$ cat config.mk
export PLATFORM = sky130hd
export DESIGN_NAME = fpu_addsub_top
export DESIGN_NICKNAME = d
export VERILOG_FILES = /design/src/fpu_pkg.sv /design/src/fp_op_if.sv /design/src/fpu_addsub_top.sv /design/src/fpu_axil_regs.sv /design/src/fp_result_mux.sv /design/src/fp_special.sv /design/src/fp_addsub.sv /design/src/fp_align.sv
export SDC_FILE = /design/constraint.sdc
export NUM_CORES = 1
export LEC_CHECK = 0
export BUFFER_PORTS_ARGS = -buffer_cell sky130_fd_sc_hd__buf_2
export CAP_MARGIN = 20
export CORE_MARGIN = 1
export CORE_UTILIZATION = 57
export DETAILED_ROUTE_END_ITERATION = 6
export PLACE_DENSITY = 0.78
export SLEW_MARGIN = 10
export SYNTH_ARGS = -nofsm -noshare
export SYNTH_HDL_FRONTEND = slang
export SYNTH_SLANG_ARGS = --single-unit
$ cat constraint.sdc
create_clock -name clk_i -period 17.9 [get_ports clk_i]
set_input_delay 1.79 -clock clk_i [delete_from_list [all_inputs] [get_ports clk_i]]
set_output_delay 1.79 -clock clk_i [all_outputs]
set_load 0.02 [all_outputs]
$ cat src/fpu_pkg.sv
/* Shared types and constants for the binary32 add/sub unit
   Flag vectors are ordered NV, DZ, OF, UF, NX with NV in bit 4
   Register map assumes a 32-bit, byte-addressed AXI4-Lite data bus */
`default_nettype none

package fpu_pkg;

  typedef logic [31:0] fp32_t;     // IEEE-754 binary32 value
  typedef logic [7:0]  exp_t;      // Biased exponent
  typedef logic [22:0] man_t;      // Stored fraction, hidden bit excluded
  typedef logic [2:0]  frm_t;      // Static rounding mode
  typedef logic [4:0]  fflags_t;   // Exception flags
  typedef logic [26:0] ext_man_t;  // Hidden bit, 23 fraction bits, guard, round, sticky

  // Rounding modes, RISC-V encoding
  localparam frm_t FRM_RNE = 3'd0;  // Nearest, ties to even
  localparam frm_t FRM_RTZ = 3'd1;  // Towards zero
  localparam frm_t FRM_RDN = 3'd2;  // Towards -inf
  localparam frm_t FRM_RUP = 3'd3;  // Towards +inf
  localparam frm_t FRM_RMM = 3'd4;  // Nearest, ties to max magnitude

  // Bit positions inside fflags_t
  localparam int FLAG_NV = 4;
  localparam int FLAG_DZ = 3;
  localparam int FLAG_OF = 2;
  localparam int FLAG_UF = 1;
  localparam int FLAG_NX = 0;

  localparam fp32_t QNAN_C = 32'h7FC0_0000;  // Canonical quiet NaN

  // Register offsets
  localparam logic [4:0] REG_OPA    = 5'h00;
  localparam logic [4:0] REG_OPB    = 5'h04;
  localparam logic [4:0] REG_CTRL   = 5'h08;
  localparam logic [4:0] REG_RESULT = 5'h0C;
  localparam logic [4:0] REG_STATUS = 5'h10;

  // CTRL fields
  localparam int CTRL_START  = 0;  // Self-clearing, reads as 0
  localparam int CTRL_SUB    = 1;
  localparam int CTRL_FRM_LO = 2;
  localparam int CTRL_FRM_HI = 4;

  localparam int STAT_DONE = 8;  // STATUS bits 4:0 hold the flags

  localparam logic [1:0] AXI_OKAY = 2'b00;

  typedef enum logic [1:0] {
    AXIL_IDLE,   // Waiting for an address
    AXIL_BRESP,  // Write response pending
    AXIL_RDATA   // Read data pending
  } axil_state_t;

endpackage

`default_nettype wire
$ cat src/fp_op_if.sv
/* One add/sub operation and its result between the register block and datapath
   op_valid is a single-cycle pulse; the datapath has no ready and always accepts */
`timescale 1ns/10ps
`default_nettype none

interface fp_op_if import fpu_pkg::*; ();

  fp32_t   a;          // Operand A
  fp32_t   b;          // Operand B
  logic    sub;        // 1 = A - B
  frm_t    frm;
  logic    op_valid;   // Launch pulse
  fp32_t   res;
  fflags_t flags;
  logic    res_valid;  // Result held, drives STATUS.done

  modport regs (output a, b, sub, frm, op_valid, input res, flags, res_valid);
  modport dp   (input a, b, sub, frm);
  modport sink (input op_valid, output res, flags, res_valid);

endinterface

`default_nettype wire

$ cat src/fpu_addsub_top.sv
/* Memory-mapped binary32 add/sub unit with an AXI4-Lite slave port
   One operation in flight; poll STATUS.done before reading RESULT
   ADDR_W must be 5 or more */
`timescale 1ns/10ps
`default_nettype none

module fpu_addsub_top import fpu_pkg::*; #(
  parameter int ADDR_W = 5
) (
  input  logic              clk_i,
  input  logic              rst_n_i,
  input  logic [ADDR_W-1:0] s_awaddr_i,
  input  logic              s_awvalid_i,
  output logic              s_awready_o,
  input  logic [31:0]       s_wdata_i,
  input  logic [3:0]        s_wstrb_i,
  input  logic              s_wvalid_i,
  output logic              s_wready_o,
  output logic [1:0]        s_bresp_o,
  output logic              s_bvalid_o,
  input  logic              s_bready_i,
  input  logic [ADDR_W-1:0] s_araddr_i,
  input  logic              s_arvalid_i,
  output logic              s_arready_o,
  output logic [31:0]       s_rdata_o,
  output logic [1:0]        s_rresp_o,
  output logic              s_rvalid_o,
  input  logic              s_rready_i
);

  fp32_t   arith_res;
  fflags_t arith_flags;
  fp32_t   spec_res;
  logic    is_special;
  logic    nv;

  fp_op_if i_op_if ();

  fpu_axil_regs #(
    .ADDR_W (ADDR_W)
  ) i_regs (
    .clk_i     (clk_i),
    .rst_n_i   (rst_n_i),
    .awaddr_i  (s_awaddr_i),
    .awvalid_i (s_awvalid_i),
    .awready_o (s_awready_o),
    .wdata_i   (s_wdata_i),
    .wstrb_i   (s_wstrb_i),
    .wvalid_i  (s_wvalid_i),
    .wready_o  (s_wready_o),
    .bresp_o   (s_bresp_o),
    .bvalid_o  (s_bvalid_o),
    .bready_i  (s_bready_i),
    .araddr_i  (s_araddr_i),
    .arvalid_i (s_arvalid_i),
    .arready_o (s_arready_o),
    .rdata_o   (s_rdata_o),
    .rresp_o   (s_rresp_o),
    .rvalid_o  (s_rvalid_o),
    .rready_i  (s_rready_i),
    .op_o      (i_op_if.regs)
  );

  fp_addsub i_addsub (
    .op_i    (i_op_if.dp),
    .res_o   (arith_res),
    .flags_o (arith_flags)
  );

  fp_special i_special (
    .op_i         (i_op_if.dp),
    .is_special_o (is_special),
    .res_o        (spec_res),
    .nv_o         (nv)
  );

  fp_result_mux i_res_mux (
    .clk_i         (clk_i),
    .rst_n_i       (rst_n_i),
    .is_special_i  (is_special),
    .spec_res_i    (spec_res),
    .nv_i          (nv),
    .arith_res_i   (arith_res),
    .arith_flags_i (arith_flags),
    .res_o         (i_op_if.sink)
  );

endmodule

`default_nettype wire

$ cat src/fpu_axil_regs.sv
/* AXI4-Lite slave for the add/sub unit, one outstanding transaction
   Write needs AW and W together and wins over a same-cycle read
   Writes with partial strobes are answered OKAY but ignored
   Unmapped reads return 0; all responses are OKAY */
`timescale 1ns/10ps
`default_nettype none

module fpu_axil_regs import fpu_pkg::*; #(
  parameter int ADDR_W = 5
) (
  input  logic              clk_i,
  input  logic              rst_n_i,
  input  logic [ADDR_W-1:0] awaddr_i,
  input  logic              awvalid_i,
  output logic              awready_o,
  input  logic [31:0]       wdata_i,
  input  logic [3:0]        wstrb_i,
  input  logic              wvalid_i,
  output logic              wready_o,
  output logic [1:0]        bresp_o,
  output logic              bvalid_o,
  input  logic              bready_i,
  input  logic [ADDR_W-1:0] araddr_i,
  input  logic              arvalid_i,
  output logic              arready_o,
  output logic [31:0]       rdata_o,
  output logic [1:0]        rresp_o,
  output logic              rvalid_o,
  input  logic              rready_i,
  fp_op_if.regs             op_o
);

  axil_state_t state_q;
  axil_state_t state_d;
  logic        wr_req;
  logic        wr_go;
  logic        rd_go;
  fp32_t       opa_q;
  fp32_t       opb_q;
  logic        sub_q;
  frm_t        frm_q;
  logic        op_valid_q;
  logic [31:0] rd_mux;
  logic [31:0] rdata_q;

  assign wr_req    = awvalid_i && wvalid_i;
  assign wr_go     = (state_q == AXIL_IDLE) && wr_req;
  assign arready_o = (state_q == AXIL_IDLE) && !wr_req;  // Write has priority
  assign rd_go     = arready_o && arvalid_i;
  assign awready_o = wr_go;  // AW and W accepted together
  assign wready_o  = wr_go;

  always_comb begin
    state_d = state_q;
    case (state_q)
      AXIL_IDLE: begin
        if (wr_go) state_d = AXIL_BRESP;
        else if (rd_go) state_d = AXIL_RDATA;
      end
      AXIL_BRESP: if (bready_i) state_d = AXIL_IDLE;
      AXIL_RDATA: if (rready_i) state_d = AXIL_IDLE;
      default:    state_d = AXIL_IDLE;
    endcase
  end

  always_ff @(posedge clk_i or negedge rst_n_i) begin
    if (!rst_n_i) state_q <= AXIL_IDLE;
    else          state_q <= state_d;
  end

  // Start in CTRL produces a one-cycle launch
  always_ff @(posedge clk_i or negedge rst_n_i) begin
    if (!rst_n_i) begin
      opa_q      <= '0;
      opb_q      <= '0;
      sub_q      <= 1'b0;
      frm_q      <= FRM_RNE;
      op_valid_q <= 1'b0;
    end else begin
      op_valid_q <= 1'b0;
      if (wr_go && (wstrb_i == 4'hF)) begin
        case (awaddr_i)
          ADDR_W'(REG_OPA):  opa_q <= wdata_i;
          ADDR_W'(REG_OPB):  opb_q <= wdata_i;
          ADDR_W'(REG_CTRL): begin
            sub_q      <= wdata_i[CTRL_SUB];
            frm_q      <= wdata_i[CTRL_FRM_HI:CTRL_FRM_LO];
            op_valid_q <= wdata_i[CTRL_START];  // New fields seen by the launch
          end
          default: ;  // Read-only or unmapped
        endcase
      end
    end
  end

  always_comb begin
    rd_mux = '0;
    case (araddr_i)
      ADDR_W'(REG_OPA):    rd_mux = opa_q;
      ADDR_W'(REG_OPB):    rd_mux = opb_q;
      ADDR_W'(REG_CTRL): begin
        rd_mux[CTRL_SUB]                = sub_q;
        rd_mux[CTRL_FRM_HI:CTRL_FRM_LO] = frm_q;
      end
      ADDR_W'(REG_RESULT): rd_mux = op_o.res;
      ADDR_W'(REG_STATUS): begin
        rd_mux[4:0]       = op_o.flags;
        rd_mux[STAT_DONE] = op_o.res_valid;
      end
      default: rd_mux = '0;
    endcase
  end

  // Read data frozen while RVALID waits
  always_ff @(posedge clk_i or negedge rst_n_i) begin
    if (!rst_n_i)   rdata_q <= '0;
    else if (rd_go) rdata_q <= rd_mux;
  end

  assign bvalid_o = (state_q == AXIL_BRESP);
  assign rvalid_o = (state_q == AXIL_RDATA);
  assign bresp_o  = AXI_OKAY;
  assign rresp_o  = AXI_OKAY;
  assign rdata_o  = rdata_q;

  assign op_o.a        = opa_q;
  assign op_o.b        = opb_q;
  assign op_o.sub      = sub_q;
  assign op_o.frm      = frm_q;
  assign op_o.op_valid = op_valid_q;

endmodule

`default_nettype wire

$ cat src/fp_result_mux.sv
/* Final result select and result register
   Captures one result per op_valid pulse; res_valid drops in the launch cycle
   and returns the cycle after, when the new result is held */
`timescale 1ns/10ps
`default_nettype none

module fp_result_mux import fpu_pkg::*; (
  input  logic    clk_i,
  input  logic    rst_n_i,
  input  logic    is_special_i,
  input  fp32_t   spec_res_i,
  input  logic    nv_i,
  input  fp32_t   arith_res_i,
  input  fflags_t arith_flags_i,
  fp_op_if.sink   res_o
);

  fp32_t   res_q;
  fflags_t flags_q;
  fflags_t spec_flags;
  logic    valid_q;

  always_comb begin
    spec_flags          = '0;
    spec_flags[FLAG_NV] = nv_i;  // Special results raise nothing else
  end

  always_ff @(posedge clk_i or negedge rst_n_i) begin
    if (!rst_n_i) begin
      res_q   <= '0;  // RESULT and STATUS read 0 out of reset
      flags_q <= '0;
      valid_q <= 1'b0;
    end else if (res_o.op_valid) begin
      res_q   <= is_special_i ? spec_res_i : arith_res_i;
      flags_q <= is_special_i ? spec_flags : arith_flags_i;
      valid_q <= 1'b1;
    end
  end

  assign res_o.res       = res_q;
  assign res_o.flags     = flags_q;
  assign res_o.res_valid = valid_q & ~res_o.op_valid;  // Old result is stale once launched

endmodule

`default_nettype wire

$ cat src/fp_special.sv
/* NaN, infinity and invalid rounding-mode handling beside the add/sub core
   Every NaN result is the canonical quiet NaN; NV only for sNaN, inf - inf
   or frm 5 to 7. Subnormals are not special, the core reads them as zero */
`timescale 1ns/10ps
`default_nettype none

module fp_special import fpu_pkg::*; (
  fp_op_if.dp     op_i,
  output logic    is_special_o,
  output fp32_t   res_o,
  output logic    nv_o
);

  exp_t a_e;
  exp_t b_e;
  man_t a_m;
  man_t b_m;
  logic b_s;
  logic a_nan;
  logic b_nan;
  logic a_inf;
  logic b_inf;
  logic snan;
  logic frm_bad;

  assign a_e = op_i.a[30:23];
  assign b_e = op_i.b[30:23];
  assign a_m = op_i.a[22:0];
  assign b_m = op_i.b[22:0];
  assign b_s = op_i.b[31] ^ op_i.sub;  // Effective sign of B

  assign a_nan   = (a_e == 8'hFF) && (a_m != '0);
  assign b_nan   = (b_e == 8'hFF) && (b_m != '0);
  assign a_inf   = (a_e == 8'hFF) && (a_m == '0);
  assign b_inf   = (b_e == 8'hFF) && (b_m == '0);
  assign snan    = (a_nan && !a_m[22]) || (b_nan && !b_m[22]);  // Quiet bit clear
  assign frm_bad = (op_i.frm > FRM_RMM);

  assign is_special_o = frm_bad | a_nan | b_nan | a_inf | b_inf;

  always_comb begin
    res_o = QNAN_C;
    nv_o  = 1'b0;
    if (frm_bad) begin
      nv_o = 1'b1;
    end else if (a_nan || b_nan) begin
      nv_o = snan;
    end else if (a_inf && b_inf && (op_i.a[31] != b_s)) begin
      nv_o = 1'b1;  // inf - inf
    end else if (a_inf) begin
      res_o = op_i.a;
    end else if (b_inf) begin
      res_o = {b_s, 8'hFF, 23'b0};
    end
  end

endmodule

`default_nettype wire

$ cat src/fp_addsub.sv
/* Binary32 add/sub core for finite operands, combinational
   Overflow gives signed infinity in every rounding mode; tiny results flush
   to signed zero with UF and NX. Exact cancellation is +0, -0 under RDN
   NaN, infinity and invalid frm results are replaced by fp_special */
`timescale 1ns/10ps
`default_nettype none

module fp_addsub import fpu_pkg::*; (
  fp_op_if.dp         op_i,
  output fp32_t       res_o,
  output fflags_t     flags_o
);

  logic [35:0]       a_al;
  logic [35:0]       b_al;
  logic              a_s;
  logic              b_s;
  exp_t              e_al;
  ext_man_t          a_m;
  ext_man_t          b_m;
  ext_man_t          big_m;
  ext_man_t          lit_m;
  logic              a_ge;
  logic              eff_sub;
  logic              res_s;
  logic              zero_s;
  logic [27:0]       sum;     // Carry, hidden, fraction, G, R, S
  logic [4:0]        lz;
  logic [27:0]       norm;    // Leading one at bit 27
  logic signed [9:0] exp_n;
  logic signed [9:0] exp_r;
  man_t              m0;
  man_t              man_r;
  logic              lsb;
  logic              grd;
  logic              stk;
  logic              rnd_up;
  logic              inexact;
  logic [23:0]       rnd;

  fp_align i_align (
    .a_i    (op_i.a),
    .b_i    (op_i.b),
    .a_al_o (a_al),
    .b_al_o (b_al)
  );

  assign a_s  = a_al[35];
  assign b_s  = b_al[35] ^ op_i.sub;  // Sub flips B's sign
  assign e_al = a_al[34:27];          // Same exponent on both after alignment
  assign a_m  = a_al[26:0];
  assign b_m  = b_al[26:0];

  // Magnitude compare so subtraction is always big - little
  assign a_ge    = (a_m >= b_m);
  assign big_m   = a_ge ? a_m : b_m;
  assign lit_m   = a_ge ? b_m : a_m;
  assign eff_sub = a_s ^ b_s;
  assign res_s   = a_ge ? a_s : b_s;

  assign sum = eff_sub ? ({1'b0, big_m} - {1'b0, lit_m})
                       : ({1'b0, big_m} + {1'b0, lit_m});

  // Like-signed zeros keep their sign and cancellation follows frm
  assign zero_s = eff_sub ? (op_i.frm == FRM_RDN) : a_s;

  // Leading-one search where the highest set bit wins
  always_comb begin
    lz = 5'd0;
    for (int i = 0; i < 28; i++) begin
      if (sum[i]) lz = 5'(27 - i);
    end
  end

  assign norm  = sum << lz;
  assign exp_n = $signed({2'b00, e_al}) + 10'sd1 - $signed({5'b00000, lz});

  assign m0      = norm[26:4];
  assign lsb     = norm[4];
  assign grd     = norm[3];
  assign stk     = |norm[2:0];  // Round and sticky folded together
  assign inexact = grd | stk;

  always_comb begin
    case (op_i.frm)
      FRM_RNE: rnd_up = grd & (stk | lsb);
      FRM_RTZ: rnd_up = 1'b0;
      FRM_RDN: rnd_up = res_s & inexact;
      FRM_RUP: rnd_up = !res_s & inexact;
      FRM_RMM: rnd_up = grd;
      default: rnd_up = 1'b0;  // Invalid modes, result overridden
    endcase
  end

  // Fraction carry-out bumps the exponent, fraction wraps to 0
  assign rnd   = {1'b0, m0} + {23'b0, rnd_up};
  assign exp_r = exp_n + $signed({9'b0, rnd[23]});
  assign man_r = rnd[22:0];

  always_comb begin
    res_o            = {res_s, exp_r[7:0], man_r};
    flags_o          = '0;  // DZ stays 0, no division here
    flags_o[FLAG_NX] = inexact;
    if (sum == '0) begin
      res_o = {zero_s, 31'b0};  // Exact, nothing lost
    end else if (exp_r >= 10'sd255) begin
      res_o            = {res_s, 8'hFF, 23'b0};
      flags_o[FLAG_OF] = 1'b1;
      flags_o[FLAG_NX] = 1'b1;
    end else if (exp_r <= 10'sd0) begin
      res_o            = {res_s, 31'b0};  // Flush, no subnormal output
      flags_o[FLAG_UF] = 1'b1;
      flags_o[FLAG_NX] = 1'b1;
    end
  end

endmodule

`default_nettype wire

$ cat src/fp_align.sv
/* Exponent alignment for binary32 add/sub
   Subnormal inputs are read as zero; NaN and infinity are not filtered here
   Outputs are {sign, exponent, ext_man_t}, both at the larger exponent */
`timescale 1ns/10ps
`default_nettype none

module fp_align import fpu_pkg::*; (
  input  fp32_t       a_i,
  input  fp32_t       b_i,
  output logic [35:0] a_al_o,
  output logic [35:0] b_al_o
);

  exp_t        a_e;
  exp_t        b_e;
  exp_t        big_e;
  ext_man_t    a_m;
  ext_man_t    b_m;
  ext_man_t    small_m;
  ext_man_t    small_sh;
  logic [7:0]  diff;
  logic [4:0]  sh_amt;
  logic [53:0] sh_win;  // Upper half kept, lower half collects lost bits
  logic        a_big;

  assign a_e = a_i[30:23];
  assign b_e = b_i[30:23];

  // Hidden bit only for normals, exponent 0 flushes to zero
  assign a_m = (a_e == '0) ? '0 : {1'b1, a_i[22:0], 3'b000};
  assign b_m = (b_e == '0) ? '0 : {1'b1, b_i[22:0], 3'b000};

  assign a_big   = (a_e >= b_e);
  assign big_e   = a_big ? a_e : b_e;
  assign diff    = a_big ? (a_e - b_e) : (b_e - a_e);
  assign sh_amt  = (diff > 8'd27) ? 5'd27 : diff[4:0];  // Beyond 27 all bits end in sticky
  assign small_m = a_big ? b_m : a_m;

  assign sh_win   = {small_m, 27'b0} >> sh_amt;
  assign small_sh = {sh_win[53:28], sh_win[27] | (|sh_win[26:0])};  // OR lost bits into sticky

  assign a_al_o = {a_i[31], big_e, a_big ? a_m : small_sh};
  assign b_al_o = {b_i[31], big_e, a_big ? small_sh : b_m};

endmodule

`default_nettype wire

==> results.ini <==
[outcome]
outcome=complete, but fails checks
violations=design-rule violations

[final_layout]
post-route-util_pct=65.6
drive_above_1_share_pct=18.7
syn_to_final_growth_pct=13.0
final_nets=2602

[floorplanning]
ios=94
die_area_mm2=0.0321
die_w_um=179
start_util_pct=58.1
rows=64
die_h_um=179
core_area_mm2=0.0307

[synth]
synth_cells=2391
yosys_most_used_dff=dfrtp_1
synth_area_mm2=0.0179
synth-seq-cells=140
syn_avg_cell_area_um2=7.47
yosysWarnings=0
async_flop_share_pct=100
seq_area_frac_synth_pct=19.6
synth_edf_count=0
ys_types=108

[setup_path]
slowest_stage=a311o_2
worst-path-max-fanout=24
worstSetupStartpoint=i_regs.op_o.a[23]$_DFFE_PN0P_
slowest_delay_ps=540
cp-start-kind=flop
r2r_start=i_regs.op_o.a[23]$_DFFE_PN0P_
required_ps=18260
worstSetupEndpointType=flop
path_class=flop to flop
cp.arrival_ps=17750

[clock_tree]
cts-buffers-inserted=17
clk_pin_slew_ps=60
clockRootBuffer=clkbuf_16
ctsLongestPathBuffers=2
cts.sinks=140
cts_max_level=4
cts_tree=yes
insertion_delay_ps=430

[sta]
fin_hold_ws_ps=481
slew_headroom_pct=33.7
worst_pin_slew_ps=995
hold_viol_final=0
min_period_ps=17390
min_period_over_period_pct=97.1
skew_ps=10.3
maxSlewViolCount=0
max_freq_mhz=57.5
final-setup-viol-count=0

[route]
wl_met1_um=29400
wl_per_cell_um=25.6
via_count=21000
drt-initial-drc-count=3118
postRouteWirelength_um=73600
route.detailed.drc=19
drt_first_pass_iters=7
met3_length_um=8840
drtAntennaViolNets=0
route.met2.wl_um=31100
vias_per_cell=7.30
top_layer_used=met4

[global_routing]
grt_max_degree=78
grt_use_total_pct=44.5
grt_pass1_wl_um=109000
overflow=0
grt_pass1_vias=18800
antenna_found_initial=3

[placed_design]
port_buffers=89
dpl.hpwl_um=55100
gp_congestion=1.12

[worst_hold_path]
min_path_type=flop to flop
hold_start=i_res_mux.valid_q$_DFFE_PN0P_

[run]
cap_violations=0

-- area by class of cell --
| type | instances | area, um^2 |
|---|---|---|
| fill | 2658 | 10600 |
| antenna | 2 | 5.00 |
| timing repair buffer | 209 | 1430 |
| tap | 396 | 495 |
| clock inverter | 6 | 62.6 |
| inverter | 91 | 343 |
| multi-input combinational | 2004 | 13900 |
| clock buffer | 24 | 492 |
| sequential | 140 | 3500 |
-- worst paths after layout --
| path | end | slack [ps] | depth (start not counted) |
|---|---|---|---|
| max in group asynchronous | i_res_mux.res_o.res[1]$_DFFE_PN0P_ | 15150 | 2 |
| min in group asynchronous | i_regs.rdata_o[28]$_DFFE_PN0P_ | 1350 | 1 |
| min reg2reg | i_res_mux.valid_q$_DFFE_PN0P_ | 480 | 1 |
| min | i_res_mux.valid_q$_DFFE_PN0P_ | 480 | 1 |
| max reg2reg | i_res_mux.res_o.res[20]$_DFFE_PN0P_ | 510 | 79 |
| max | i_res_mux.res_o.res[20]$_DFFE_PN0P_ | 510 | 79 |
-- flip-flops by register name, indices dropped and copies added (netlist names) --
name	cells
i_regs.state_q	2
i_regs.op_o.op_valid	1
i_res_mux.valid_q	1
i_regs.op_o.a	32
i_regs.op_o.frm	3
i_res_mux.res_o.res	32
i_regs.op_o.b	32
i_regs.op_o.sub	1
i_regs.rdata_o	32
i_res_mux.res_o.flags	4
-- layer usage --
metal / track usage (%) / up-vias
met4: 23.6 / 0
met3: 10.2 / 325
met2: 66.4 / 1532
met5: 0 / -
met1: 59.2 / 9954
li1: - / 9165
-- per-stage QoR --
stage	area, um^2	worst slack (ps)	std cells	TNS (ps)
after global routing	20200	-176	2872	-797
after CTS	19600	29.0	2841	0
after floorplan	17900	1100	2394	0
final	20200	514	2872	0
after detailed placement	18900	-732	2810	-7840
after global placement	18900	-188	2809	-824
-- what timing repair did --
| action | in CTS | in global routing |
|---|---|---|
| gates resized for setup | 16 | 90 |
| setup buffers | 0 | 28 |
| endpoints found under the setup margin | 24 | 34 |
| hold buffers | 0 | 0 |
| cloned | 1 | 1 |
| pin swaps | 1 | 20 |
-- Yosys cell counts (all sizes together), types with 19 or more instances --
cell type,number,area (um^2)
nand2,254,956
nor2,215,810
o21ai,178,895
a21oi,160,820
dfrtp,140,3500
clkbuf,103,388
inv,90,338
nand3,90,455
ha,82,1030
mux2,75,845
mux2i,69,691
nor3,61,317
buf,58,322
xnor2,58,508
a22oi,49,368
a31oi,46,294
a21o,39,293
a22o,38,333
nand4,32,200
xor2,32,288
nor4,31,236
and2,29,181
a211oi,27,213
and3,27,169
o211ai,27,203
o21a,25,188
o22ai,25,163
o31ai,25,188
nor2b,24,150
o221ai,20,181
a31o,19,166
-- logic make-up after synthesis --
kind of cell / count (synthesis) / share of synthesized area (%)
DFF: 140 / 19.6
and+or+nand+nor: 865 / 23.7
other: 1 / 0.0210
muxes: 144 / 8.59
adders and majority gates: 86 / 6.19
buffers and inverters: 252 / 5.88
xor gates and xnor gates: 90 / 4.45
AOI/OAI and AO/OA: 813 / 31.5
-- worst max-delay path: cells and delay by family (launching register included) --
kind / cells / cell delay, ps
and+or+nand+nor: 20 / 4230
muxes: 2 / 570
DFF: 1 / 450
adders and majority gates: 6 / 1890
buffers and inverters: 11 / 1670
AOI/OAI and AO/OA: 39 / 8320
xor gates and xnor gates: 1 / 150
-- cell usage in the layout, fill, tap and decap left out, types with 9 or more instances in the layout --
cell,count
nand2_1,251
nor2_1,206
o21ai_0,164
a21oi_1,148
dfrtp_1,140
buf_4,113
nand3_1,89
buf_2,88
inv_1,87
ha_1,78
mux2_2,73
mux2i_1,60
xnor2_1,58
nor3_1,54
a22oi_1,47
a31oi_1,39
a21o_1,39
a22o_1,38
nand4_1,32
xor2_1,29
o211ai_1,27
and3_1,26
and2_1,26
o21a_1,25
o31ai_1,25
nor2b_1,24
o22ai_1,24
nor4_1,22
a211oi_1,22
a31o_2,18
clkbuf_16,17
o221ai_1,16
nand2b_1,16
a221oi_1,16
o2111ai_1,14
or4_1,14
or3_1,13
or2_2,12
a21oi_2,11
o21ai_1,9
Power is left out: the tool's default activity adds up to more than one toggle a clock period on the data nets, which glitch-free logic cannot reach.
